[src/macro_pkg.sv]
// macro fetch types: memory handshake, instruction and rotate-select structs shared by the fetch unit
package macro_pkg;

   localparam int LC_WIDTH_DEFAULT = 26;   // byte location counter width in bits

   // byte_mode encodings
   localparam logic MODE_HALF = 1'b0;
   localparam logic MODE_BYTE = 1'b1;

   typedef logic [31:0] word_t;             // one memory word
   typedef logic [15:0] instr_t;            // upper byte is zero in byte mode

   typedef struct packed {
      logic [LC_WIDTH_DEFAULT-3:0] word_addr;   // lc without the byte-in-word bits
   } mem_req_t;

   typedef struct packed {
      word_t word;
   } mem_rsp_t;

   typedef struct packed {
      instr_t                      instr;
      logic [LC_WIDTH_DEFAULT-1:0] lc;      // byte location the instruction came from
   } instr_out_t;

   typedef struct packed {
      logic in_left_half;     // upper half-word, lc bit 1
      logic in_odd_quarter;   // odd byte of the half-word, byte mode only
   } rot_sel_t;

endpackage

[src/instr_extract.sv]
// instruction extract: rotates and masks the buffered word into one macroinstruction and strobes it out
`timescale 1ns/1ps

module instr_extract (
   input  logic                                  clk,
   input  logic                                  reset,
   input  logic                                  deliver,
   input  macro_pkg::rot_sel_t                   rot_sel,
   input  logic                                  byte_mode,
   input  logic [macro_pkg::LC_WIDTH_DEFAULT-1:0] lc,
   input  macro_pkg::word_t                      buf_word,
   output logic                                  instr_valid,
   output macro_pkg::instr_out_t                 instr_out
);

   macro_pkg::word_t      half_rot;
   macro_pkg::word_t      byte_rot;
   macro_pkg::instr_t     instr;
   macro_pkg::instr_out_t fresh;   // result for the current location
   macro_pkg::instr_out_t held;    // last delivered instruction

   // byte 0 sits in bits 7:0, so rotating right brings the addressed unit down
   assign half_rot = rot_sel.in_left_half ? {buf_word[15:0], buf_word[31:16]} : buf_word;
   assign byte_rot = rot_sel.in_odd_quarter ? {half_rot[7:0], half_rot[31:8]} : half_rot;

   always_comb
   begin
      if (byte_mode == macro_pkg::MODE_HALF)
         instr = byte_rot[15:0];
      else
         instr = {8'h00, byte_rot[7:0]};
   end

   assign fresh.instr = instr;
   assign fresh.lc    = lc;

   // ==================================================
   // output stage
   // ==================================================

   always_ff @(posedge clk)
   begin
      if (reset)
         held <= '0;
      else if (deliver)
         held <= fresh;
   end

   assign instr_valid = deliver;
   assign instr_out   = deliver ? fresh : held;   // holds between strobes

   // each delivery needs a fresh consumer strobe, so pulses never touch
   a_single_pulse : assert property (@(posedge clk) disable iff (reset)
      instr_valid |=> !instr_valid);

endmodule

[src/lc_control.sv]
// location counter control: fetch decision, stale word tracking, interrupt sampling, rotate selects
`timescale 1ns/1ps

module lc_control (
   input  logic                clk,
   input  logic                reset,
   input  logic                next_instr,
   input  logic                dest_lc,
   input  logic                byte_mode,
   input  logic                ext_int,
   input  logic                bus_int,
   input  logic [1:0]          lc,           // byte-in-word part of the location counter
   input  logic                crosses_word,
   input  logic                word_ready,
   output logic                lc_inc,
   output logic                lc_load,
   output logic                fetch_start,
   output logic                deliver,
   output macro_pkg::rot_sel_t rot_sel,
   output logic                sintr
);

   logic stale;         // buffered word does not belong to lc
   logic wrong_word;
   logic need_fetch;
   logic fetch_step;    // advance or jump in this cycle
   logic adv_deliver;   // buffer hit, instruction goes out next cycle
   logic wait_word;     // delivery waits for the memory word

   // ==================================================
   // fetch decision
   // ==================================================

   assign fetch_step  = next_instr | dest_lc;
   assign wrong_word  = stale | dest_lc;            // a jump always refetches
   assign need_fetch  = wrong_word | crosses_word;
   assign fetch_start = fetch_step & need_fetch;

   assign lc_load = dest_lc;
   assign lc_inc  = next_instr;

   assign deliver = adv_deliver | (word_ready & wait_word);

   always_ff @(posedge clk)
   begin
      if (reset)
      begin
         stale       <= 1'b1;   // nothing valid in the buffer yet
         wait_word   <= 1'b0;
         adv_deliver <= 1'b0;
         sintr       <= 1'b0;
      end
      else
      begin
         adv_deliver <= next_instr & ~need_fetch;

         if (dest_lc)
            stale <= 1'b1;
         else if (word_ready)
            stale <= 1'b0;

         if (fetch_start)
            wait_word <= 1'b1;
         else if (word_ready)
            wait_word <= 1'b0;

         if (fetch_step)
            sintr <= ext_int | bus_int;   // interrupt levels are sampled on the fetch step
      end
   end

   // ==================================================
   // rotate selects
   // ==================================================

   assign rot_sel.in_left_half   = lc[1];
   assign rot_sel.in_odd_quarter = lc[0] & (byte_mode == macro_pkg::MODE_BYTE);

   // the consumer waits for instr_valid before the next advance
   a_no_advance_while_pending : assert property (@(posedge clk) disable iff (reset)
      next_instr |-> !(adv_deliver || wait_word));

endmodule

[src/lc_counter.sv]
// location counter: byte address of the current macroinstruction, loaded on a jump, stepped on advance
`timescale 1ns/1ps

module lc_counter #(
   parameter int lc_width = macro_pkg::LC_WIDTH_DEFAULT
) (
   input  logic                clk,
   input  logic                reset,
   input  logic                lc_load,
   input  logic [lc_width-1:0] new_lc,
   input  logic                lc_inc,
   input  logic                byte_mode,
   output logic [lc_width-1:0] lc,
   output logic                crosses_word
);

   logic [lc_width-1:0] lc_step;

   // one byte per advance in byte mode, one half-word otherwise
   assign lc_step = (byte_mode == macro_pkg::MODE_BYTE) ? lc_width'(1) : lc_width'(2);

   // ==================================================
   // word boundary test
   // ==================================================

   // the step leaves the word from the last byte, or from the upper half-word
   always_comb
   begin
      if (byte_mode == macro_pkg::MODE_BYTE)
         crosses_word = lc[1] & lc[0];
      else
         crosses_word = lc[1];
   end

   // ==================================================
   // counter register
   // ==================================================

   always_ff @(posedge clk)
   begin
      if (reset)
         lc <= '0;
      else if (lc_load)
         lc <= new_lc;   // a jump wins over an advance
      else if (lc_inc)
         lc <= lc + lc_step;
   end

   // a jump target holds whole instructions, so it is even outside byte mode
   a_half_aligned : assert property (@(posedge clk) disable iff (reset)
      (byte_mode == macro_pkg::MODE_HALF) |-> !lc[0]);

endmodule

[src/macro_fetch_top.sv]
// macro fetch top: location counter, fetch control, word fetch and instruction extract
`timescale 1ns/1ps

module macro_fetch_top #(
   parameter int lc_width = macro_pkg::LC_WIDTH_DEFAULT
) (
   input  logic                  clk,
   input  logic                  reset,
   input  logic                  next_instr,
   input  logic                  dest_lc,
   input  logic [lc_width-1:0]   new_lc,
   input  logic                  byte_mode,
   input  logic                  ext_int,
   input  logic                  bus_int,
   input  logic                  mem_ack,
   input  macro_pkg::mem_rsp_t   mem_rsp,
   output logic                  mem_req_valid,
   output macro_pkg::mem_req_t   mem_req,
   output logic                  instr_valid,
   output macro_pkg::instr_out_t instr_out,
   output logic                  sintr
);

   logic [lc_width-1:0] lc;
   logic                crosses_word;
   logic                lc_inc;
   logic                lc_load;
   logic                fetch_start;
   logic                deliver;
   logic                word_ready;
   macro_pkg::rot_sel_t rot_sel;
   macro_pkg::word_t    buf_word;

   word_fetch #(.lc_width(lc_width)) i_word_fetch (
      .clk(clk), .reset(reset), .fetch_start(fetch_start), .lc(lc),
      .mem_ack(mem_ack), .mem_rsp(mem_rsp), .mem_req_valid(mem_req_valid),
      .mem_req(mem_req), .word_ready(word_ready), .buf_word(buf_word));

   lc_counter #(.lc_width(lc_width)) i_lc_counter (
      .clk(clk), .reset(reset), .lc_load(lc_load), .new_lc(new_lc), .lc_inc(lc_inc),
      .byte_mode(byte_mode), .lc(lc), .crosses_word(crosses_word));

   lc_control i_lc_control (
      .clk(clk), .reset(reset), .next_instr(next_instr), .dest_lc(dest_lc),
      .byte_mode(byte_mode), .ext_int(ext_int), .bus_int(bus_int), .lc(lc[1:0]),
      .crosses_word(crosses_word), .word_ready(word_ready), .lc_inc(lc_inc),
      .lc_load(lc_load), .fetch_start(fetch_start), .deliver(deliver),
      .rot_sel(rot_sel), .sintr(sintr));

   instr_extract i_instr_extract (
      .clk(clk), .reset(reset), .deliver(deliver), .rot_sel(rot_sel),
      .byte_mode(byte_mode), .lc(lc), .buf_word(buf_word),
      .instr_valid(instr_valid), .instr_out(instr_out));

endmodule

[src/word_fetch.sv]
// word fetch: issues one memory word read per fetch request and captures the returned word
`timescale 1ns/1ps

module word_fetch #(
   parameter int lc_width = macro_pkg::LC_WIDTH_DEFAULT
) (
   input  logic                 clk,
   input  logic                 reset,
   input  logic                 fetch_start,
   input  logic [lc_width-1:0]  lc,
   input  logic                 mem_ack,
   input  macro_pkg::mem_rsp_t  mem_rsp,
   output logic                 mem_req_valid,
   output macro_pkg::mem_req_t  mem_req,
   output logic                 word_ready,
   output macro_pkg::word_t     buf_word
);

   logic outstanding;   // one read in flight
   logic accept_rsp;

   // ==================================================
   // request side
   // ==================================================

   // the counter already holds the new location when the request goes out,
   // and it stays put until the word has been delivered
   assign mem_req.word_addr = lc[lc_width-1:2];

   assign accept_rsp = mem_ack & outstanding;   // a stray ack is dropped here

   always_ff @(posedge clk)
   begin
      if (reset)
      begin
         mem_req_valid <= 1'b0;
         outstanding   <= 1'b0;
         word_ready    <= 1'b0;
      end
      else
      begin
         mem_req_valid <= fetch_start;   // one-cycle strobe
         word_ready    <= accept_rsp;
         if (fetch_start)
            outstanding <= 1'b1;
         else if (accept_rsp)
            outstanding <= 1'b0;
      end
   end

   // ==================================================
   // instruction buffer
   // ==================================================

   always_ff @(posedge clk)
   begin
      if (accept_rsp)
         buf_word <= mem_rsp.word;
   end

   // the controller must not ask for a new word before the last one came back
   a_no_fetch_while_busy : assert property (@(posedge clk) disable iff (reset)
      fetch_start |-> !outstanding);

   // memory answers only what was asked
   a_no_stray_ack : assert property (@(posedge clk) disable iff (reset)
      mem_ack |-> outstanding);

endmodule
[config.mk]
export PLATFORM = sky130hd
export DESIGN_NAME = macro_fetch_top
export DESIGN_NICKNAME = d
export VERILOG_FILES = /design/src/macro_pkg.sv /design/src/instr_extract.sv /design/src/lc_control.sv /design/src/lc_counter.sv /design/src/macro_fetch_top.sv /design/src/word_fetch.sv
export SDC_FILE = /design/constraint.sdc
export NUM_CORES = 1
export LEC_CHECK = 0
export ABC_AREA = 1
export BUFFER_PORTS_ARGS = -buffer_cell sky130_fd_sc_hd__buf_2
export CORE_UTILIZATION = 25
export DETAILED_ROUTE_END_ITERATION = 12
export GPL_ROUTABILITY_DRIVEN = 1
export PLACE_DENSITY = 0.42
export SLEW_MARGIN = 30
export SYNTH_ARGS = -nofsm -noshare
export SYNTH_HDL_FRONTEND = slang
export SYNTH_SLANG_ARGS = --single-unit
export TNS_END_PERCENT = 10
[constraint.sdc]
create_clock -name clk -period 1.7 [get_ports clk]
set_clock_uncertainty 0.15 [all_clocks]
set_input_delay 0.34 -clock clk [delete_from_list [all_inputs] [get_ports clk]]
set_output_delay 0.34 -clock clk [all_outputs]
set_load 0.005 [all_outputs]
# ---- Word-level counts from Yosys, hierarchy flattened
# Cells that the tools add are included.
dict set report totals {
  wordCells 40
  out_inout_bits 69
  ff_bits 107
}
dict set report classes {
  bitwise_logic 12
  n_addsub 1
  n_mux 12
  reduce_logical 4
}
# operator n
set op_table {}
lappend op_table {{two-way mux 26 bit} 2}
lappend op_table {{two-way mux 42 bit} 1}
lappend op_table {{two-way mux 16 bit} 2}
lappend op_table {{adder 26 bit} 1}
lappend op_table {{two-way mux 24 bit} 1}
lappend op_table {{AND 1 bit} 6}
lappend op_table {{nonzero test 2 bit} 3}
lappend op_table {{two-way mux 1 bit} 5}
lappend op_table {{OR 1 bit} 5}
lappend op_table {{two-way mux 2 bit} 1}
lappend op_table {{OR reduction 2 bit} 1}
lappend op_table {{inverter 1 bit} 1}

# ---- Depth between registers and ports, before layout
dict set report logic_depth {
  ltp_word 5
  mapped_depth 11
  mapped_depth_nobuf 11
}

# ---- Hierarchy
# A second synthesis with hierarchy kept.
dict set report unflattened {
  hier_cells 693
  area_unflattened_um2 5565.3
}
# mod seq_area_each_um2 instances cells_each area_per_inst_um2
set modules_own_cells {}
lappend modules_own_cells {instr_extract 840.8 1 316 2339.7}
lappend modules_own_cells {lc_counter 520.5 1 284 1780.5}
lappend modules_own_cells {word_fetch 1021.0 1 68 1236.2}
lappend modules_own_cells {lc_control 80.1 1 25 209.0}

# ---- Least setup slack after synthesis
# OpenSTA, ideal clock, no wires.
dict set report synth_timing {
  kind {input -> register}
  start {input port byte_mode}
  end {register i_lc_counter.lc[10]}
  setup_ns 0.070
  required_ns 1.480
  slack_ns -0.124
  arrival_ns 1.603
  stages 8
  cell_sequence {ha_1 -> fa_1 -> nand3_2 -> nor2_4 -> nand3b_1 -> xor2_1 -> nand2_1 -> a21oi_1}
}
dict set report synth_via {
  elab_chain_len 4
}
# element line
set synth_lines {}
lappend synth_lines {{start: declaration} macro_fetch_top.sv:12} ;# input logic byte_mode,
lappend synth_lines {{two-way mux 2 bit} lc_counter.sv:20} ;# assign lc_step = (byte_mode == macro_pkg::MODE_BYTE) ? lc_width'(1) : lc_width'(2);
lappend synth_lines {{adder 26 bit} lc_counter.sv:46} ;# lc <= lc + lc_step;
lappend synth_lines {{two-way mux 26 bit} lc_counter.sv:45} ;# else if (lc_inc)
lappend synth_lines {{two-way mux 26 bit} lc_counter.sv:43} ;# else if (lc_load)
lappend synth_lines {{end signal: assignment} lc_counter.sv:44} ;# lc <= new_lc;
lappend synth_lines {{end signal: assignment} lc_counter.sv:46}
lappend synth_lines {{end: declaration} lc_counter.sv:13} ;# output logic [lc_width-1:0] lc,
# No other way between the ends. The select of a mux whose other input is x is not followed.
# A chain may end at the register's enable or synchronous reset.

==> flow_summary.ini <==
[sta]
final_hold_viol_count = 0
slew_viol_final = 0
setup_viol = 70
fin_crit_ps = 2130
timing.final.ws_setup_ps = -430
max_slew_margin = 0.754
rsz0062_at_grt = yes
final.period_utilization = 1.25
whs_ps = 17.3
fmax_ghz = 0.470
totalNegativeSetupSlack_ps = -21970
worstMarginPinSlew_ps = 369

[global_routing]
track_usage = 0.162
met3_usage = 0.0342
use_met2 = 0.285
grt_pass1_wl_um = 27000
grt_use_met1 = 0.199
globalRouteOverflowTotal = 0
busiest_layer = met2
grt_pass1_vias = 5150
grt_max_degree = 67
antenna_found_initial = 0

[cells_and_area]
fin_util = 0.401
design_area_um2 = 8130
antenna_cells = 0
drive_above_1_share = 0.425
nFillCells = 2139
syn2layout_area_growth_pct = 57.1
fin_nets = 968

[logic_synthesis]
synthTopCellsByCount = 180 x nand2_1, 75 x dfxtp_1, 66 x nor2_1
synth-edff-count = 32
ys_types = 37
synth_area_leaders = dfxtp_1 29%, edfxtp_1 19%, nand2_1 13%, nor2_1 4.8%, inv_1 4.6%
synth_top_cell_area_share = 0.290
yosysTopAreaCell = dfxtp_1
synthFlopType = dfxtp_1
synth-warning-count = 0
synth_nets = 741
async_reset_ff_frac = 0
synth_seq_area_share = 0.476
synthesis.area_um2 = 5180
yosysMostFrequentCell = nand2_1
netlist_instances = 672
syn_area_per_cell_um2 = 7.70
synth-seq-cells = 107

[drt]
avgViaCountPerCell = 4.38
drt_iter0_drc = 199
avgRoutedWirePerCell_um = 14.2
drt_pass1_iterations = 4
postRouteAntennaNets = 0
drt_wl_total_um = 16700
vias = 5146
drc = 0

[die]
die-area_um2 = 21300
rows = 52
core_area_um2 = 20300
ios = 135
dieHeight_um = 146
die_x_um = 146
initial_core_util = 0.255

[critical_path]
critPathLaunchType = flip-flop
cp_max_fo = 6
required_ps = 1210
reg2reg_depth = 12
r2r_end = i_instr_extract.held[40]$_SDFF_PP0_
cp-endpoint = instr_out[30]
arrival_ps = 1640
startpoint = i_lc_counter.lc[0]$_SDFFE_PP0P_
rr_startpoint = i_lc_counter.lc[0]$_SDFFE_PP0P_
r2r_slack_ps = -420
criticalPathCategory = reg -> out
cp-end-kind = output port

[clock_tree]
cts_tree = yes
htree_levels = 3
clock_latency_ps = 360
root_buffer = clkbuf_16
cts_sinks = 107
numCtsBuffers = 9
clock_path_buffers = 2
clkTransAtPathRegs_ps = 70

[min_path]
hold_path_class = in -> reg

[power]
power.density_nw_per_um2 = 779
ir_drop_mv = 0.533
leakage_nw = 3.59

[placed_design]
dp_slack_ps = -271
placed_area_um2 = 6510
portBuffers = 134
globalplace.congestion = 0.784
dp_hpwl_um = 11700

[flow_run]
maxCapViolCount = 0

[outcome]
violations = negative setup slack
outcome = finished, violations left
per-layer routing:
metal  part of all wire  vias to the layer above
met2               0.50                      120
li1                   -                     2623
met4              0.012                        0
met5                  0                        -
met1               0.44                     2390
met3              0.046                       13
area by class of cell:
class | instances | area (um2) | share of cell area
inverter | 67 | 272 | 0.0334
timing repair buffer | 267 | 1990 | 0.244
clock buffer | 9 | 225 | 0.0277
sequential | 107 | 2470 | 0.304
timing repair inverter | 1 | 8.76 | 0.00108
multi-input combinational | 446 | 2720 | 0.334
clock inverter | 7 | 111 | 0.0137
tap | 270 | 338 | 0.0415
cell usage in the layout (no fill, tap or decap), drive strengths merged, types with 2 or more instances in the layout:
cell type    synthesis  final
buf                 38    239
nand2              182    182
dfxtp               75     75
nor2                72     72
inv                 67     69
nand3               46     46
o21ai               45     45
a21oi               37     37
edfxtp              32     32
dlygate4sd3          0     28
a22oi               16     16
clkbuf              14      9
xor2                 8      8
mux2i                8      8
o22ai                7      7
or2                  7      7
a31oi                4      4
clkinv               0      2
o211ai               2      2
o31ai                2      2
nor3                 2      2
ha                   2      2
clkinvlp             0      2
bufinv               0      2
metrics by stage:
| step | total power, mW | std cells |
|---|---|---|
| 6_report | 6.34 | 1174 |
| 5_1_grt | 6.62 | 1174 |
| 4_1_cts | 6.37 | 1172 |
| 3_5_place_dp | 3.73 | 1091 |
| 3_3_place_gp | 3.73 | 1091 |
| 2_1_floorplan | 3.31 | 672 |
cells by family after synthesis:
logic type                 count (synthesis)  synth area share
muxes                                      8            0.0155
adders and majority gates                  3           0.00870
and+or+nand+nor                          312             0.252
xor gates and xnor gates                   9            0.0152
buffers and inverters                    119             0.110
DFF                                      107             0.476
AOI/OAI and AO/OA                        114             0.124
sequential cells by signal (all words and copies together), names as in the netlist:
name                        count
i_word_fetch.word_ready         1
i_lc_control.sintr              1
i_word_fetch.buf_word          32
i_word_fetch.mem_req_valid      1
i_word_fetch.outstanding        1
i_lc_control.wait_word          1
i_lc_counter.lc                26
i_instr_extract.held           42
i_lc_control.adv_deliver        1
i_lc_control.stale              1
critical path, cell delays in order (launching register included):
cell      delay [ps]
dfxtp_4          370
ha_4             210
buf_8            150
clkinv_8          70
buf_4            130
nand3_1           80
nand3_2           80
nand2_2           90
buf_6            100
where the power goes:
group | switching [mW] | internal (mW)
Clock | 1.07 | 1.32
Sequential | 0.101 | 2.76
Combinational | 0.539 | 0.555
Total | 1.71 | 4.63
worst min-delay path by stage:
stage	startpoint	to	slack (ps)	cells after the start
floorplan	i_word_fetch.outstanding$_SDFFE_PP0P_	i_word_fetch.word_ready$_SDFF_PP0_	280	2
global placement	i_word_fetch.outstanding$_SDFFE_PP0P_	i_word_fetch.outstanding$_SDFFE_PP0P_	300	2
detailed placement	i_lc_control.wait_word$_SDFFE_PP0P_	i_lc_control.wait_word$_SDFFE_PP0P_	310	2
CTS	mem_rsp[0]	i_word_fetch.buf_word[0]$_DFFE_PP_	4	1
global route	mem_rsp[0]	i_word_fetch.buf_word[0]$_DFFE_PP_	5	1
finish	mem_rsp[0]	i_word_fetch.buf_word[0]$_DFFE_PP_	20	1
timing repair:
action                                  in CTS  in global routing
resized for setup                          132                 60
endpoints found under the setup margin      65                 72
cloned                                       3                  1
endpoints found under the hold margin       28                  0
pin swaps                                   30                 26
setup buffers                               34                  3
hold buffers                                28                  0
Note: power is estimated with default switching activity, not from simulation.
